`src/rider_pkg.sv`:
```
package rider_pkg;

  // Firmware revision, reported in register 0
  localparam logic [7:0] MAJOR_REV = 8'd3;
  localparam logic [7:0] MINOR_REV = 8'd1;
  localparam logic [7:0] PATCH_REV = 8'd0;

  // Soft error words, used for both thresholds and counts
  typedef struct packed {
    logic [31:0] data_corrupt;   // Checksum mismatch
    logic [31:0] unknown_ttc;    // Unknown TTC broadcast command
    logic [31:0] ddr3_overflow;  // DDR3 overflow
  } soft_cnt_t;

  // Hard errors, LSB first in register 1
  typedef struct packed {
    logic trig_type_cm;  // Bit 7
    logic trig_num_cm;
    logic trig_type_tt;
    logic trig_num_tt;
    logic pll_unlock;
    logic trig_rate;     // Bit 2
    logic unknown_ttc;
    logic data_corrupt;  // Bit 0
  } hard_err_t;

  // Latest trigger number and its timestamp
  typedef struct packed {
    logic [23:0] trig_num;
    logic [43:0] trig_timestamp;
  } trig_info_t;

  // TTS encoding as seen by the DAQ
  typedef enum logic [3:0] {
    TTS_WARN  = 4'd1,
    TTS_BUSY  = 4'd4,
    TTS_READY = 4'd8,
    TTS_ERROR = 4'd12
  } tts_state_e;

  localparam int unsigned NUM_STATUS_REGS = 12;

  typedef logic [3:0] status_addr_t;

  // Status register map
  localparam status_addr_t REG_VERSION   = 4'd0;
  localparam status_addr_t REG_ERROR     = 4'd1;
  localparam status_addr_t REG_TTS       = 4'd2;
  localparam status_addr_t REG_TRIG_NUM  = 4'd3;
  localparam status_addr_t REG_TS_LSB    = 4'd4;
  localparam status_addr_t REG_TS_MSB    = 4'd5;
  localparam status_addr_t REG_THRES_DC  = 4'd6;
  localparam status_addr_t REG_CNT_DC    = 4'd7;
  localparam status_addr_t REG_THRES_TTC = 4'd8;
  localparam status_addr_t REG_CNT_TTC   = 4'd9;
  localparam status_addr_t REG_THRES_DDR = 4'd10;
  localparam status_addr_t REG_CNT_DDR   = 4'd11;

endpackage

```
`src/soft_err_counter.sv`:
```
`timescale 1ns/1ps

module soft_err_counter (
  input  logic                clk,
  input  logic                arst_n,
  input  logic                cs_mismatch,    // Checksum mismatch strobe
  input  logic                unknown_cmd,    // Unknown TTC command strobe
  input  logic                ddr3_overflow,  // DDR3 overflow strobe
  input  logic                err_clear,
  input  rider_pkg::soft_cnt_t thresholds,
  output rider_pkg::soft_cnt_t counts,
  output logic                err_data_corrupt,
  output logic                err_unknown_ttc
);

  import rider_pkg::*;

  // Index 2 is data corruption, 0 is DDR3, same order as soft_cnt_t
  logic [2:0]       strobe;
  logic [2:0][31:0] cnt_q;

  assign strobe = {cs_mismatch, unknown_cmd, ddr3_overflow};

  // Saturating counters
  always_ff @(posedge clk or negedge arst_n) begin
    if (!arst_n) begin
      cnt_q <= '0;
    end else if (err_clear) begin
      cnt_q <= '0;  // Host clears all counts at once
    end else begin
      for (int i = 0; i < 3; i++) begin
        if (strobe[i] && (cnt_q[i] != '1)) begin
          cnt_q[i] <= cnt_q[i] + 32'd1;  // Hold at all ones
        end
      end
    end
  end

  assign counts = cnt_q;

  // Hard error once the count passes the threshold
  assign err_data_corrupt = counts.data_corrupt > thresholds.data_corrupt;
  assign err_unknown_ttc  = counts.unknown_ttc  > thresholds.unknown_ttc;
  // DDR3 count only reported, the warning comes from outside

  // Counts only move down through a host clear
  a_cnt_monotonic: assert property (
    @(posedge clk) disable iff (!arst_n)
    !err_clear |=> (counts.data_corrupt  >= $past(counts.data_corrupt)) &&
                   (counts.unknown_ttc   >= $past(counts.unknown_ttc)) &&
                   (counts.ddr3_overflow >= $past(counts.ddr3_overflow))
  ) else $error("soft error count decreased without err_clear");

endmodule

```
`src/trig_monitor.sv`:
```
`timescale 1ns/1ps

module trig_monitor #(
  parameter int unsigned WINDOW_CYCLES = 64,  // Rate window length
  parameter int unsigned MAX_TRIGS     = 4    // Allowed triggers per window
) (
  input  logic                  clk,
  input  logic                  arst_n,
  input  logic                  trig,
  input  logic                  err_clear,
  output rider_pkg::trig_info_t trig_info,
  output logic                  trig_rate_err
);

  import rider_pkg::*;

  localparam int unsigned WIN_W   = (WINDOW_CYCLES > 1) ? $clog2(WINDOW_CYCLES) : 1;
  localparam int unsigned TALLY_W = $clog2(WINDOW_CYCLES + 1);  // Holds a full window

  logic [43:0]        ts_q;         // Free-running timestamp
  logic [WIN_W-1:0]   win_cnt_q;
  logic               win_last;
  logic [TALLY_W-1:0] tally_q;      // Triggers so far in this window
  logic [TALLY_W-1:0] tally_total;  // Including this cycle's trigger

  assign win_last    = win_cnt_q == WIN_W'(WINDOW_CYCLES - 1);
  assign tally_total = tally_q + TALLY_W'(trig);

  // Timestamp and window counters
  always_ff @(posedge clk or negedge arst_n) begin
    if (!arst_n) begin
      ts_q      <= '0;
      win_cnt_q <= '0;
    end else begin
      ts_q      <= ts_q + 44'd1;
      win_cnt_q <= win_last ? '0 : win_cnt_q + WIN_W'(1);
    end
  end

  // Trigger number and captured timestamp
  always_ff @(posedge clk or negedge arst_n) begin
    if (!arst_n) begin
      trig_info <= '0;
    end else if (trig) begin
      trig_info.trig_num       <= trig_info.trig_num + 24'd1;
      trig_info.trig_timestamp <= ts_q;  // Time of this trigger
    end
  end

  // Per-window tally and sticky rate error
  always_ff @(posedge clk or negedge arst_n) begin
    if (!arst_n) begin
      tally_q       <= '0;
      trig_rate_err <= 1'b0;
    end else begin
      tally_q <= win_last ? '0 : tally_total;  // Restart each window
      if (err_clear) begin
        trig_rate_err <= 1'b0;
      end else if (win_last && (32'(tally_total) > MAX_TRIGS)) begin
        trig_rate_err <= 1'b1;  // Too many in this window
      end
    end
  end

  // Every window starts with an empty tally
  a_tally_window: assert property (
    @(posedge clk) disable iff (!arst_n)
    (win_cnt_q == '0) |-> (tally_q == '0)
  ) else $error("trigger tally not reset at window start");

endmodule

```
`src/tts_fsm.sv`:
```
`timescale 1ns/1ps

module tts_fsm (
  input  logic                  clk,
  input  logic                  arst_n,
  input  rider_pkg::hard_err_t  hard_err,
  input  logic                  ddr3_overflow_warning,
  input  logic                  daq_almost_full,
  input  logic                  err_clear,
  output rider_pkg::tts_state_e tts_state,
  output rider_pkg::hard_err_t  err_latched  // Sticky copy of hard_err
);

  import rider_pkg::*;

  tts_state_e state_d;
  logic       err_set;
  logic       err_hold;

  // Causes seen during a clear are stale, they drop at the same edge
  assign err_set  = (|hard_err) && !err_clear;
  assign err_hold = (tts_state == TTS_ERROR) && !err_clear;  // ERROR is sticky

  // Priority ERROR > BUSY > WARN > READY
  always_comb begin
    state_d = TTS_READY;
    case (tts_state)
      TTS_ERROR: begin
        if (err_hold) begin
          state_d = TTS_ERROR;
        end else if (daq_almost_full) begin
          state_d = TTS_BUSY;
        end else if (ddr3_overflow_warning) begin
          state_d = TTS_WARN;
        end
      end
      default: begin  // READY, WARN and BUSY follow the inputs
        if (err_set) begin
          state_d = TTS_ERROR;
        end else if (daq_almost_full) begin
          state_d = TTS_BUSY;
        end else if (ddr3_overflow_warning) begin
          state_d = TTS_WARN;
        end
      end
    endcase
  end

  always_ff @(posedge clk or negedge arst_n) begin
    if (!arst_n) begin
      tts_state   <= TTS_READY;
      err_latched <= '0;
    end else begin
      tts_state <= state_d;
      if (err_clear) begin
        err_latched <= '0;
      end else begin
        err_latched <= err_latched | hard_err;  // Accumulate each bit
      end
    end
  end

  // Only a host clear gets out of ERROR
  a_error_sticky: assert property (
    @(posedge clk) disable iff (!arst_n)
    (tts_state == TTS_ERROR) && !err_clear |=> (tts_state == TTS_ERROR)
  ) else $error("TTS left ERROR without err_clear");

endmodule

```
`src/status_reg_block.sv`:
```
`timescale 1ns/1ps

module status_reg_block (
  input  logic                    clk,
  input  logic                    arst_n,
  input  logic                    rd_en,
  input  rider_pkg::status_addr_t rd_addr,
  input  logic                    prog_chan_done,
  input  logic                    async_mode,
  input  logic                    ddr3_overflow_warning,
  input  logic                    daq_almost_full,
  input  rider_pkg::hard_err_t    err_latched,
  input  rider_pkg::tts_state_e   tts_state,
  input  rider_pkg::trig_info_t   trig_info,
  input  rider_pkg::soft_cnt_t    thresholds,
  input  rider_pkg::soft_cnt_t    counts,
  output logic [31:0]             rd_data,
  output logic                    rd_valid
);

  import rider_pkg::*;

  logic [31:0] words [NUM_STATUS_REGS];
  logic [31:0] rd_word;  // Addressed word before the output register

  // Register map packing
  always_comb begin
    // FPGA status and firmware revision
    words[REG_VERSION] = {1'b0, prog_chan_done, async_mode, 5'd0,
                          MAJOR_REV, MINOR_REV, PATCH_REV};
    // Latched errors, warning above them
    words[REG_ERROR]   = {23'd0, ddr3_overflow_warning, err_latched};
    words[REG_TTS]     = {27'd0, daq_almost_full, tts_state};
    words[REG_TRIG_NUM] = {8'd0, trig_info.trig_num};
    // Trigger timestamp split over two words
    words[REG_TS_LSB]  = trig_info.trig_timestamp[31:0];
    words[REG_TS_MSB]  = {20'd0, trig_info.trig_timestamp[43:32]};
    // Threshold then count, per soft error
    words[REG_THRES_DC]  = thresholds.data_corrupt;
    words[REG_CNT_DC]    = counts.data_corrupt;
    words[REG_THRES_TTC] = thresholds.unknown_ttc;
    words[REG_CNT_TTC]   = counts.unknown_ttc;
    words[REG_THRES_DDR] = thresholds.ddr3_overflow;
    words[REG_CNT_DDR]   = counts.ddr3_overflow;
  end

  // Read mux, unmapped addresses give zero
  always_comb begin
    rd_word = '0;
    if (rd_addr < NUM_STATUS_REGS) begin
      rd_word = words[rd_addr];
    end
  end

  // Read data loads only on a request
  always_ff @(posedge clk) begin
    if (rd_en) begin
      rd_data <= rd_word;
    end
  end

  // Valid one cycle after the request
  always_ff @(posedge clk or negedge arst_n) begin
    if (!arst_n) begin
      rd_valid <= 1'b0;
    end else begin
      rd_valid <= rd_en;
    end
  end

  a_rd_addr_known: assert property (
    @(posedge clk) disable iff (!arst_n)
    rd_en |-> !$isunknown(rd_addr)
  ) else $error("read address unknown during rd_en");

endmodule

```
`src/rider_status_top.sv`:
```
`timescale 1ns/1ps

module rider_status_top #(
  parameter int unsigned WINDOW_CYCLES = 64,
  parameter int unsigned MAX_TRIGS     = 4
) (
  input  logic                    clk,
  input  logic                    arst_n,
  // Strobes
  input  logic                    cs_mismatch,
  input  logic                    unknown_cmd,
  input  logic                    ddr3_overflow,
  input  logic                    trig,
  input  logic                    err_clear,
  // Levels
  input  logic                    pll_unlock,
  input  logic                    ddr3_overflow_warning,
  input  logic                    daq_almost_full,
  input  logic                    prog_chan_done,
  input  logic                    async_mode,
  // Trigger check pulses, TTC and channel side
  input  logic                    trig_num_err_tt,
  input  logic                    trig_type_err_tt,
  input  logic                    trig_num_err_cm,
  input  logic                    trig_type_err_cm,
  input  rider_pkg::soft_cnt_t    thresholds,
  // Host read port
  input  logic                    rd_en,
  input  rider_pkg::status_addr_t rd_addr,
  output logic [31:0]             rd_data,
  output logic                    rd_valid,
  output rider_pkg::tts_state_e   tts_state
);

  import rider_pkg::*;

  soft_cnt_t  counts;
  logic       err_data_corrupt;
  logic       err_unknown_ttc;
  trig_info_t trig_info;
  logic       trig_rate_err;
  hard_err_t  hard_err;
  hard_err_t  err_latched;

  // Hard error collection
  always_comb begin
    hard_err              = '0;
    hard_err.data_corrupt = err_data_corrupt;
    hard_err.unknown_ttc  = err_unknown_ttc;
    hard_err.trig_rate    = trig_rate_err;
    hard_err.pll_unlock   = pll_unlock;
    hard_err.trig_num_tt  = trig_num_err_tt;
    hard_err.trig_type_tt = trig_type_err_tt;
    hard_err.trig_num_cm  = trig_num_err_cm;
    hard_err.trig_type_cm = trig_type_err_cm;
  end

  soft_err_counter soft_err_counter_i (
    .clk, .arst_n, .cs_mismatch, .unknown_cmd, .ddr3_overflow, .err_clear,
    .thresholds, .counts, .err_data_corrupt, .err_unknown_ttc
  );

  trig_monitor #(
    .WINDOW_CYCLES(WINDOW_CYCLES),
    .MAX_TRIGS    (MAX_TRIGS)
  ) trig_monitor_i (
    .clk, .arst_n, .trig, .err_clear, .trig_info, .trig_rate_err
  );

  tts_fsm tts_fsm_i (
    .clk, .arst_n, .hard_err, .ddr3_overflow_warning, .daq_almost_full,
    .err_clear, .tts_state, .err_latched
  );

  status_reg_block status_reg_block_i (
    .clk, .arst_n, .rd_en, .rd_addr, .prog_chan_done, .async_mode,
    .ddr3_overflow_warning, .daq_almost_full, .err_latched, .tts_state,
    .trig_info, .thresholds, .counts, .rd_data, .rd_valid
  );

endmodule

```
`config.mk`:
```
export PLATFORM = sky130hd
export DESIGN_NAME = rider_status_top
export DESIGN_NICKNAME = d
export VERILOG_FILES = /design/src/rider_pkg.sv /design/src/soft_err_counter.sv /design/src/trig_monitor.sv /design/src/tts_fsm.sv /design/src/status_reg_block.sv /design/src/rider_status_top.sv
export SDC_FILE = /design/constraint.sdc
export NUM_CORES = 1
export LEC_CHECK = 0
export ABC_AREA = 1
export BUFFER_PORTS_ARGS = -buffer_cell sky130_fd_sc_hd__buf_4
export CELL_PAD_IN_SITES_DETAIL_PLACEMENT = 0
export CELL_PAD_IN_SITES_GLOBAL_PLACEMENT = 1
export CORE_MARGIN = 3
export CORE_UTILIZATION = 48
export CTS_BUF_LIST = sky130_fd_sc_hd__clkbuf_16
export CTS_CLUSTER_DIAMETER = 200
export DETAILED_ROUTE_END_ITERATION = 16
export HOLD_SLACK_MARGIN = 0.15
export PLACE_DENSITY_LB_ADDON = 0.1
export SLEW_MARGIN = 20
export SYNTH_ARGS = -nofsm -noshare
export SYNTH_HDL_FRONTEND = slang
export SYNTH_SLANG_ARGS = --single-unit
```
`constraint.sdc`:
```
create_clock -name clk -period 5.6 [get_ports clk]
set_clock_uncertainty 0.15 [all_clocks]
set_input_delay 0.84 -clock clk [delete_from_list [all_inputs] [get_ports clk]]
set_output_delay 0.84 -clock clk [all_outputs]
set_load 0.05 [all_outputs]
```
==> metrics.yaml, run 1 <==
first_global_vias: 15400
ctsHoldBuffers: 0
grt_util_all_layers_pct: 31.7
n_antenna_cell: 0
groute.layer.met3.usage_pct: 4.80
min_period_over_period_pct: 59.2
antenna_found_initial: 0
die_area_mm2: 0.0372
met2_usage_pct: 49.9
post_cts_buffers: 0
cts.sinks: 266
endpoint_kind: "flip-flop"
nets: 2535
cp_max_fo: 35
setup_viol: 0
drt_wl_total_um: 59000
yosys_register_bits: 266
rsz0062_at_grt: "no"
dr.pass1.iters: 6
clk_path_buf_depth: 3
slew_viol_final: 0
placed_cell_area_mm2: 0.0182
status: "complete, no violations"
netlist_instances: 2232
die_x_um: 193
crit_path_start_kind: "input pin"
io_buffer_count: 152
synth_edf_count: 32
h-tree-depth: 1
grt_max_degree: 139
tightest_slew_ps: 1040
dpl.cell_count: 2761
maxCapViolCount: 0
yosys_warnings: 0
rows: 67
max_freq_mhz: 302
fin_crit_ps: 3310
cts.repair.resized: 0
clk_pin_slew_ps: 60
post-dp-hpwl_um: 45300
overflow: 0
fin_setup_tns_ps: 0
hold_violations: 0
synth_flop_cell: "dfrtp_1"
die_h_um: 193
criticalPathCategory: "in -> reg"
cp.arrival_ps: 3500
cts_buffers: 31
startpoint: "rd_addr[0]"
synth.net_count: 2421
fin_hold_ws_ps: 141
r2r_start: "soft_err_counter_i.counts[65]$_DFFE_PN0P_"
ys_types: 53
required_ps: 5780
via_per_inst: 5.77
wl_per_cell_um: 20.9
clock-root-buffer: "clkbuf_16"
post-route-drc-count: 0
ir_drop_mv: 0.245
final_area_mm2: 0.0192
gp_congestion: 0.975
pin_count: 154
p_leak_nw: 8.76
grt_first_pass_wirelength_um: 90200
vias: 16300
synthArstFlopShare_pct: 88.0
power_density_mw_per_mm2: 249
drtAntennaViolNets: 0
max_slew_margin_pct: 30.4
fin_cells: 2819
gr-usage-met1_pct: 44.4
cts_tree: "built"
clock_latency_ps: 590
drtIter0Drc: 1764
core_region_area_mm2: 0.0340
min_path_type: "in -> async"
seq_area_frac_synth_pct: 40.7
busiest_layer: "met2"
floorplan.initialDensity_pct: 49.4
synth_area_per_cell_um2: 7.51
area_growth_pct: 14.8
syn_area_mm2: 0.0168
drive_gt1_share_pct: 10.6
## critical path, stage by stage
cell and delay, ps:
buf_4 280, inv_1 340, nor2_2 150, buf_4 310, clkinv_1 720, o211ai_1 490, nand3_1 140, o311ai_1 110
inv_1 70
## where the power goes
part           leakage, nW  internal, mW  switching (mW)  total, mW
Sequential            3.48          2.04          0.0765       2.12
Combinational         4.76         0.208           0.419      0.627
Clock                0.524          1.19           0.851       2.04
Total                 8.76          3.44            1.35       4.78
## final cells by class
type	instances	area [um^2]
Fill cell	3310	14700
Clock buffer	31	776
Tap cell	448	561
Multi-Input combinational cell	1587	8500
Timing Repair Buffer	160	1220
Sequential cell	266	6820
Clock inverter	27	233
Inverter	300	1130
## state kept, by name, indices dropped and copies added (netlist names)
| name | cells |
|---|---|
| trig_monitor_i.ts_q | 44 |
| tts_fsm_i.tts_state | 3 |
| status_reg_block_i.rd_valid | 1 |
| trig_monitor_i.trig_info | 68 |
| trig_monitor_i.trig_rate_err | 1 |
| soft_err_counter_i.counts | 96 |
| trig_monitor_i.tally_q | 7 |
| status_reg_block_i.rd_data | 32 |
| trig_monitor_i.win_cnt_q | 6 |
| tts_fsm_i.err_latched | 8 |
## per-layer routing
layer	part of all wire (%)	wire length, um	up-vias
met5	0	0	-
met4	4.7	2770	0
met3	8.8	5180	123
met2	44	25800	760
met1	43	25200	7714
li1	-	-	7665
## cells in the mapped netlist, types with 12 or more instances
cell      number  area share, %
xor2_1        65            3.4
nor3_1        83            2.5
dfrtp_1      233             35
nor2_1       219            4.9
ha_1          72            5.4
nor4_1        22           0.82
o221ai_1      21            1.1
nand3_1       75            2.2
xnor2_1       25            1.3
o211ai_1      16           0.72
inv_1        291            6.5
nand2_1      480             11
nand4_1       73            2.7
edfxtp_1      32            5.7
o21ai_0      184            5.5
clkbuf_1      54            1.2
buf_1         12           0.27
a21oi_1      160            4.8
## path summary, 6_finish.rpt
kind | to | slack, ps | cells after the start
worst min-delay path | soft_err_counter_i.counts[30]$_DFFE_PN0P_ | 140 | 1
worst max-delay path | status_reg_block_i.rd_data[8]$_SDFFCE_PP0P_ | 2290 | 9
min in group clk | trig_monitor_i.win_cnt_q[0]$_DFF_PN0_ | 310 | 1
worst min register to register | trig_monitor_i.win_cnt_q[0]$_DFF_PN0_ | 310 | 1
max in group asynchronous | trig_monitor_i.trig_info[20]$_DFFE_PN0P_ | 3890 | 2
worst max register to register | soft_err_counter_i.counts[82]$_DFFE_PN0P_ | 2580 | 11
## layout by cell type (no fill, tap or decap), types with 9 or more instances in the layout
cell and n:
dfrtp_1 233, nand2_1 480, xnor2_1 25, a311oi_1 9, nor2_2 9, o21ai_2 10, nor2_1 217, nand3_1 75
o211ai_1 16, o221ai_1 21, clkbuf_16 31, inv_1 296, o21ai_0 184, clkinv_1 12, a221oi_1 9, xor2_1 65
a21oi_1 160, nand4_1 73, nor4_1 22, buf_4 158, ha_1 72, nor3_1 83, edfxtp_1 32
## through the flow
| step | setup WS [ps] | util [%] | power [mW] |
|---|---|---|---|
| floorplan | 3250 | - | 2.49 |
| global placement | 1930 | 53.7 | 2.77 |
| detailed placement | 1750 | 53.7 | 2.78 |
| CTS | 2370 | 56.6 | 4.81 |
| global route | 2040 | 56.6 | 4.96 |
| finish | 2290 | 56.6 | 4.78 |
## cells by family after synthesis
| family | count (synthesis) | share of synthesized area (%) |
|---|---|---|
| DFF | 266 | 40.7 |
| AOI/OAI and AO/OA | 437 | 14.8 |
| buffers and inverters | 379 | 8.65 |
| adders and majority gates | 72 | 5.38 |
| muxes | 8 | 0.538 |
| xor gates and xnor gates | 90 | 4.70 |
| other | 1 | 0.0224 |
| and+or+nand+nor | 979 | 25.3 |
(Power assumes the default switching activity.)
==> run 2: changes to the inputs <==
Settings changed: ABC_AREA 1 to 0, CORE_UTILIZATION 48 to 43.
Clock period 5.6 ns to 2.9 ns, I/O delays scaled along.
==> run 2 against run 1 <==
Die area rose by 1.4%. Routed wire length fell by 25%. Register-to-register slack got worse by 2500 ps. Final area fell by 5.1%. Cell count fell by 23%. Via count fell by 26%. Highest routed layer unchanged. Synthesized area fell by 9.2%. Non-clock buffer count rose by 67. Critical path depth fell by 1. Clock-buffer cell count fell by 1. Largest power group unchanged.
==> metrics.yaml, run 2 <==
cts_tree: "built"
synthMostInstantiatedCell: "dfrtp_1"
wl_met3_um: 2200  # -58%
cts.sinks: 266  # unchanged
p_sw_mw: 2.38  # +76%
criticalPathCategory: "reg -> reg"
synth_top_area_share_pct: 38.3  # +3.5 points
synth_top_cell_by_area: "dfrtp_1"
io_buffer_count: 152  # unchanged
cts_buffers: 30  # -3.2%
synth.net_count: 1686  # -30%
seqPwrFrac_pct: 46.5  # +2.2 points
synth_area_per_cell_um2: 10.2  # +35%
min_period_over_period_pct: 96.2
yosys_register_bits: 266  # unchanged
drtIter0Drc: 860  # -51%
clock_latency_ps: 560  # -30 ps
synth_flop_cell: "dfrtp_1"
die_area_mm2: 0.0377  # +1.4%
nets: 1886  # -26%
wl_per_cell_um: 20.2  # -3.5%
status: "complete, no violations"
top_layer_used: "met4"
floorplan.initialDensity_pct: 43.9  # -5.5 points
power_density_mw_per_mm2: 481  # +93%
syn_area_mm2: 0.0152  # -9.2%
p_leak_nw: 8.28  # -5.5%
post_cts_buffers: 0  # unchanged
synth_area_leaders: "dfrtp_1, mux4_2, edfxtp_1"
ys_types: 60  # +13%
via_per_inst: 5.53  # -4.1%
largest_reg_flops: 96  # unchanged
antenna_found_initial: 0  # unchanged
netlist_instances: 1497  # -33%
gp_congestion: 0.861  # -12%
drt_wl_total_um: 44000  # -25%
cp_max_fo: 3  # -91%
yosys_warnings: 0  # unchanged
overflow: 0  # unchanged
clkPwrFrac_pct: 40.0  # -2.6 points
fin_crit_ps: 2790
ir_drop_mv: 0.438  # +79%
placed_cell_area_mm2: 0.0172  # -5.5%
synthArstFlopShare_pct: 88.0  # unchanged
clk_path_buf_depth: 3  # unchanged
internal_power_mw: 6.40  # +86%
total_power_mw: 8.78  # +83%
slew_viol_final: 0  # unchanged
first_global_vias: 11900  # -23%
synth_edf_count: 32  # unchanged
seq_area_frac_synth_pct: 44.8  # +4.1 points
met2_length_um: 19900  # -23%
route.layer.met1.wl_um: 21200  # -16%
post-route-drc-count: 0  # unchanged
yosys-top-cells-count: "dfrtp_1, nor2_1, nand2_1"
pin_count: 154  # unchanged
max_freq_mhz: 358
final_util_pct: 52.6  # -4.1 points
required_ps: 3230  # -2550 ps
cp.arrival_ps: 3120  # -380 ps
final_area_mm2: 0.0183  # -5.1%
min_path_type: "in -> reg"
area_growth_pct: 19.9
mostFrequentLayoutCells: "dfrtp_1, buf_4, nor2_1"
dr.pass1.iters: 7  # +1
grt_util_all_layers_pct: 23.1  # -8.7 points
rsz0062_at_grt: "no"
hold_violations: 0  # unchanged
worst_hold_path.num_cells: 3
grt_max_degree: 79  # -43%
core_region_area_mm2: 0.0347  # +2.2%
die_x_um: 194  # +0.68%
finalWorstSetupSlack_ps: 109  # -2180 ps
crit_path_start_kind: "flip-flop"
reg2regPathDepth: 8  # -3
rows: 68  # +1.5%
maxCapViolCount: 0  # unchanged
final_common_cell: "dfrtp_1"
power.share.combinational_pct: 13.5  # +0.4 points
clock-root-buffer: "clkbuf_16"
swShare_pct: 27.1  # -1.1 points
clk_pin_slew_ps: 60  # about the same
h-tree-depth: 1  # unchanged
vias: 12000  # -26%
die_h_um: 194  # +0.68%
dp_slack_ps: -41.6  # -1790 ps
grt_first_pass_wirelength_um: 69500  # -23%
drtAntennaViolNets: 0  # unchanged
setup_viol: 0  # unchanged
endpoint_kind: "flip-flop"
max_slew_margin_pct: 30.8  # +0.41 points
drive_gt1_share_pct: 21.4  # +11 points
post-dp-hpwl_um: 33600  # -26%
tightest_slew_ps: 1030  # -3.48 ps
run 2: cell types whose count changed after synthesis, sizes merged, moves of 26 or more:
cell / previous run / this run
mux4: 0 / 44
and3: 1 / 27
and4: 0 / 27
nor2: 228 / 147
nor3: 87 / 35
xnor2: 25 / 90
inv: 296 / 95
o21ai: 194 / 71
nand2: 484 / 145
a22oi: 2 / 29
a21oi: 160 / 56
nand4: 74 / 45
mux2: 8 / 51
run 2: final timing paths:
check,startpoint,endpoint,slack [ps]
hold / removal,prog_chan_done,status_reg_block_i.rd_data[30]$_SDFFCE_PP0P_,220
max in group asynchronous,arst_n,trig_monitor_i.ts_q[28]$_DFF_PN0_,1500
min in group asynchronous,arst_n,trig_monitor_i.tally_q[3]$_DFF_PN0_,280
setup / recovery,soft_err_counter_i.counts[59]$_DFFE_PN0P_,tts_fsm_i.tts_state[0]$_DFF_PN0_,110
setup reg to reg,soft_err_counter_i.counts[59]$_DFFE_PN0P_,tts_fsm_i.tts_state[0]$_DFF_PN0_,110
hold reg to reg,trig_monitor_i.ts_q[43]$_DFF_PN0_,trig_monitor_i.ts_q[43]$_DFF_PN0_,330
run 2: cells by family after synthesis:
logic type / Yosys count / share of synthesized area, %
mux: 99 / 10.6
buf+inv: 154 / 3.95
xor+xnor: 150 / 8.63
compound gates: 209 / 8.37
other cells: 1 / 0.0246
flops: 266 / 44.8
fa+ha+maj: 72 / 5.92
simple gates: 546 / 17.8
run 2: power by group through the flow:
| stage | combinational, mW | clock (mW) | sequential [mW] |
|---|---|---|---|
| floorplan | 0.579 | 0 | 4.24 |
| global placement | 1.17 | 0 | 4.15 |
| finish | 1.18 | 3.51 | 4.08 |
| global route | 1.31 | 3.76 | 4.11 |
| CTS | 1.20 | 3.61 | 4.08 |
| detailed placement | 1.18 | 0 | 4.15 |
run 2: timing repair:
item	4_1_cts	5_1_grt
resized for setup	0	1
hold buffers	12	0
setup endpoints to repair	0	2
hold endpoints to repair	80	0
run 2: area by class of cell:
class	count	area, um^2
Timing Repair Buffer	227	1790
Sequential cell	266	6820
Tap cell	455	569
Clock inverter	26	154
Fill cell	3182	16500
Antenna cell	1	2.50
Inverter	95	357
Clock buffer	30	751
Multi-Input combinational cell	1077	7810
run 2: routing by layer:
layer  vias up  track usage, %
met2       295            36.0
met3        47            2.87
li1       5746               -
met4         0            4.28
met5         -               0
met1      5950            35.1
run 2: per-stage QoR:
| stage | hold slack (ps) | std cells | TNS (ps) |
|---|---|---|---|
| detailed placement | 287 | 2108 | -55.4 |
| finish | 221 | 2177 | 0 |
| global placement | 294 | 2108 | 0 |
| CTS | 203 | 2176 | 0 |
| global route | 249 | 2176 | 0 |
| floorplan | -10.6 | 1497 | 0 |
run 2: worst max-delay path, cell delays in order (launching register included):
cell and delay (ps):
dfrtp_1 380, ha_1 310, a21oi_1 140, o21ai_0 180
a221oi_1 360, o21ai_0 250, o21ai_0 560, a41oi_1 250
nor2_1 130
==> run 3: changes to the inputs <==
Settings changed: CELL_PAD_IN_SITES_GLOBAL_PLACEMENT 1 to 2, CORE_MARGIN 3 to 1, CORE_UTILIZATION 43 to 35.
==> run 3 against run 2 <==
Cell count up 6.7%. Utilization down 9.2 points. Critical path depth is 1 lower. Power is 6.5% higher.
==> metrics.yaml, run 3 (synthesis gave the netlist of run 2 again) <==
worst_hold_path.num_cells: 2  # -1
endpoint_kind: "flip-flop"
seqPwrFrac_pct: 43.8  # -2.7 points
grt_max_degree: 81  # +2.5%
internal_power_mw: 6.79  # +6.0%
reg2regPathDepth: 7  # -1
cts.sinks: 266  # unchanged
n_antenna_cell: 0  # -1
criticalPathCategory: "reg -> reg"
maxCapViolCount: 0  # unchanged
cts_tree: "built"
r2r_start: "soft_err_counter_i.counts[33]$_DFFE_PN0P_"
slew_viol_final: 0  # unchanged
grt_util_all_layers_pct: 22.6  # -0.52 points
tightest_slew_ps: 870  # -164 ps
max_freq_mhz: 367  # +2.5%
power_density_mw_per_mm2: 501  # +4.1%
drive_gt1_share_pct: 22.0  # +0.55 points
crit_slowest_cell: "a2111oi_0"
post-dp-hpwl_um: 36600  # +9.1%
clkPwrFrac_pct: 43.1  # +3.1 points
die_area_mm2: 0.0443  # +18%
rsz0062_at_grt: "no"
status: "complete, no violations"
h-tree-depth: 2  # +1
die_x_um: 211  # +8.4%
dp_slack_ps: 205  # +247 ps
finalWorstSetupSlack_ps: 178  # +68.7 ps
cts_buffers: 34  # +13%
multi_input_area_mm2: 0.00781  # about the same
p_sw_mw: 2.56  # +7.7%
gp_congestion: 0.863  # +0.17%
cp_max_fo: 8  # +5
hold_violations: 0  # unchanged
reg2reg_to: "soft_err_counter_i.counts[48]$_DFFE_PN0P_"
clock-root-buffer: "clkbuf_16"
ir_drop_mv: 0.289  # -34%
min_path_type: "in -> reg"
io_buffer_count: 152  # unchanged
post-route-drc-count: 0  # unchanged
antenna_found_initial: 0  # unchanged
via_per_inst: 5.14  # -7.0%
critPathTopFamily: "compound AO/OA/AOI/OAI gates"
setup_viol: 0  # unchanged
clk_path_buf_depth: 3  # unchanged
cp_cell_sequence: "ha_1 > nand2_1 > a2111oi_0 > buf_4 > nand4_1 > or2_2 > a21oi_1"
swShare_pct: 27.4  # +0.32 points
largest_reg_flops: 96  # unchanged
min_period_over_period_pct: 93.9  # -2.4 points
cp.buffers_inverters: 1  # +1
clk_pin_slew_ps: 70  # about the same
startpoint: "soft_err_counter_i.counts[33]$_DFFE_PN0P_"
final_common_cell: "dfrtp_1"
nets: 1903  # +0.90%
rows: 76  # +12%
power.share.combinational_pct: 13.1  # -0.4 points
crit_path_start_kind: "flip-flop"
wl_per_cell_um: 21.1  # +4.3%
area_growth_pct: 22.6
first_global_vias: 12000  # +0.81%
pin_count: 154  # unchanged
max_slew_margin_pct: 41.4  # +11 points
required_ps: 3210  # -20 ps
core_region_area_mm2: 0.0430  # +24%
fin_setup_tns_ps: 0  # unchanged
slowest_delay_ps: 650  # +90 ps
cp.arrival_ps: 3030  # -90 ps
vias: 11900  # -0.81%
regArea_mm2: 0.00682  # unchanged
overflow: 0  # unchanged
die_h_um: 211  # +8.4%
cts.repair.resized: 0  # unchanged
grt_first_pass_wirelength_um: 75000  # +7.8%
drt_wl_total_um: 49000  # +11%
rrSetupSlack_ps: 180  # +70 ps
drtAntennaViolNets: 0  # unchanged
p_leak_nw: 8.43  # +1.8%
endpoint: "soft_err_counter_i.counts[48]$_DFFE_PN0P_"
fill_cells: 4262  # +34%
mostFrequentLayoutCells: "dfrtp_1, buf_4, nor2_1"
dr.pass1.iters: 5  # -2
drtIter0Drc: 672  # -22%
path_depth: 7  # -1
clock_latency_ps: 540  # -20 ps
fin_crit_ps: 2720  # -68.7 ps
floorplan.initialDensity_pct: 35.4  # -8.4 points
==> run 3: changes by cell type in the layout (fill, tap and decap cells not counted), moves of 2 or more <==
cell / change
buf_12: +2
buf_4: +11
clkinv_2: -3
inv_1: +4
clkbuf_16: +8
clkinv_1: -2
==> run 3: how the worst min path moves through the flow <==
stage / end / slack, ps / start
5_1_grt: soft_err_counter_i.counts[11]$_DFFE_PN0P_ / 240 / err_clear
4_1_cts: soft_err_counter_i.counts[38]$_DFFE_PN0P_ / 210 / err_clear
2_1_floorplan: soft_err_counter_i.counts[0]$_DFFE_PN0P_ / -10 / arst_n
6_report: soft_err_counter_i.counts[11]$_DFFE_PN0P_ / 230 / err_clear
3_5_place_dp: trig_monitor_i.trig_info[67]$_DFFE_PN0P_ / 310 / trig_monitor_i.trig_info[67]$_DFFE_PN0P_
3_3_place_gp: trig_monitor_i.trig_info[67]$_DFFE_PN0P_ / 310 / trig_monitor_i.trig_info[67]$_DFFE_PN0P_
==> run 3: layout make-up <==
| class | instances | area share (%) |
|---|---|---|
| multi-input cells | 1077 | 41.8 |
| flip-flops and latches | 266 | 36.5 |
| repair buffers | 240 | 10.3 |
| clock buffers | 38 | 5.09 |
| well taps | 585 | 3.92 |
| inverters | 95 | 1.91 |
| clock inverters | 21 | 0.463 |
==> run 3: worst reg2reg max path, stage by stage, from the launching register on <==
cell and delay, ps:
dfrtp_1 460, ha_1 320, nand2_1 260, a2111oi_0 650
buf_4 240, nand4_1 130, or2_2 290, a21oi_1 130
==> run 3: stage by stage <==
stage | utilization, % | hold slack [ps] | power, mW | cells | instance area, um^2
after floorplan | - | -10.6 | 4.81 | 1497 | 15200
after global placement | 40.7 | 310 | 5.39 | 2251 | 17500
after detailed placement | 40.7 | 311 | 5.39 | 2251 | 17500
after CTS | 43.4 | 214 | 9.51 | 2322 | 18700
after global routing | 43.4 | 242 | 9.77 | 2322 | 18700
final | 43.4 | 228 | 9.34 | 2322 | 18700
==> run 3: repair_timing <==
item	in CTS	in global routing
setup buffers	0	0
hold buffers	12	0
hold endpoints to repair	85	0
==> run 3: per-layer routing <==
metal	vias to the layer above	track usage, %	routed length [um]
met5	-	0	0
met1	5871	32.8	23800
li1	5770	-	-
met2	251	34.9	22100
met4	0	5.02	856
met3	48	3.90	2200
==> run 3: power groups by stage <==
| stage | clock network [mW] | registers, mW | logic [mW] |
|---|---|---|---|
| after floorplan | 0 | 4.24 | 0.579 |
| after global routing | 4.30 | 4.11 | 1.35 |
| after CTS | 4.17 | 4.09 | 1.25 |
| after detailed placement | 0 | 4.16 | 1.24 |
| after global placement | 0 | 4.16 | 1.23 |
| final | 4.03 | 4.09 | 1.23 |
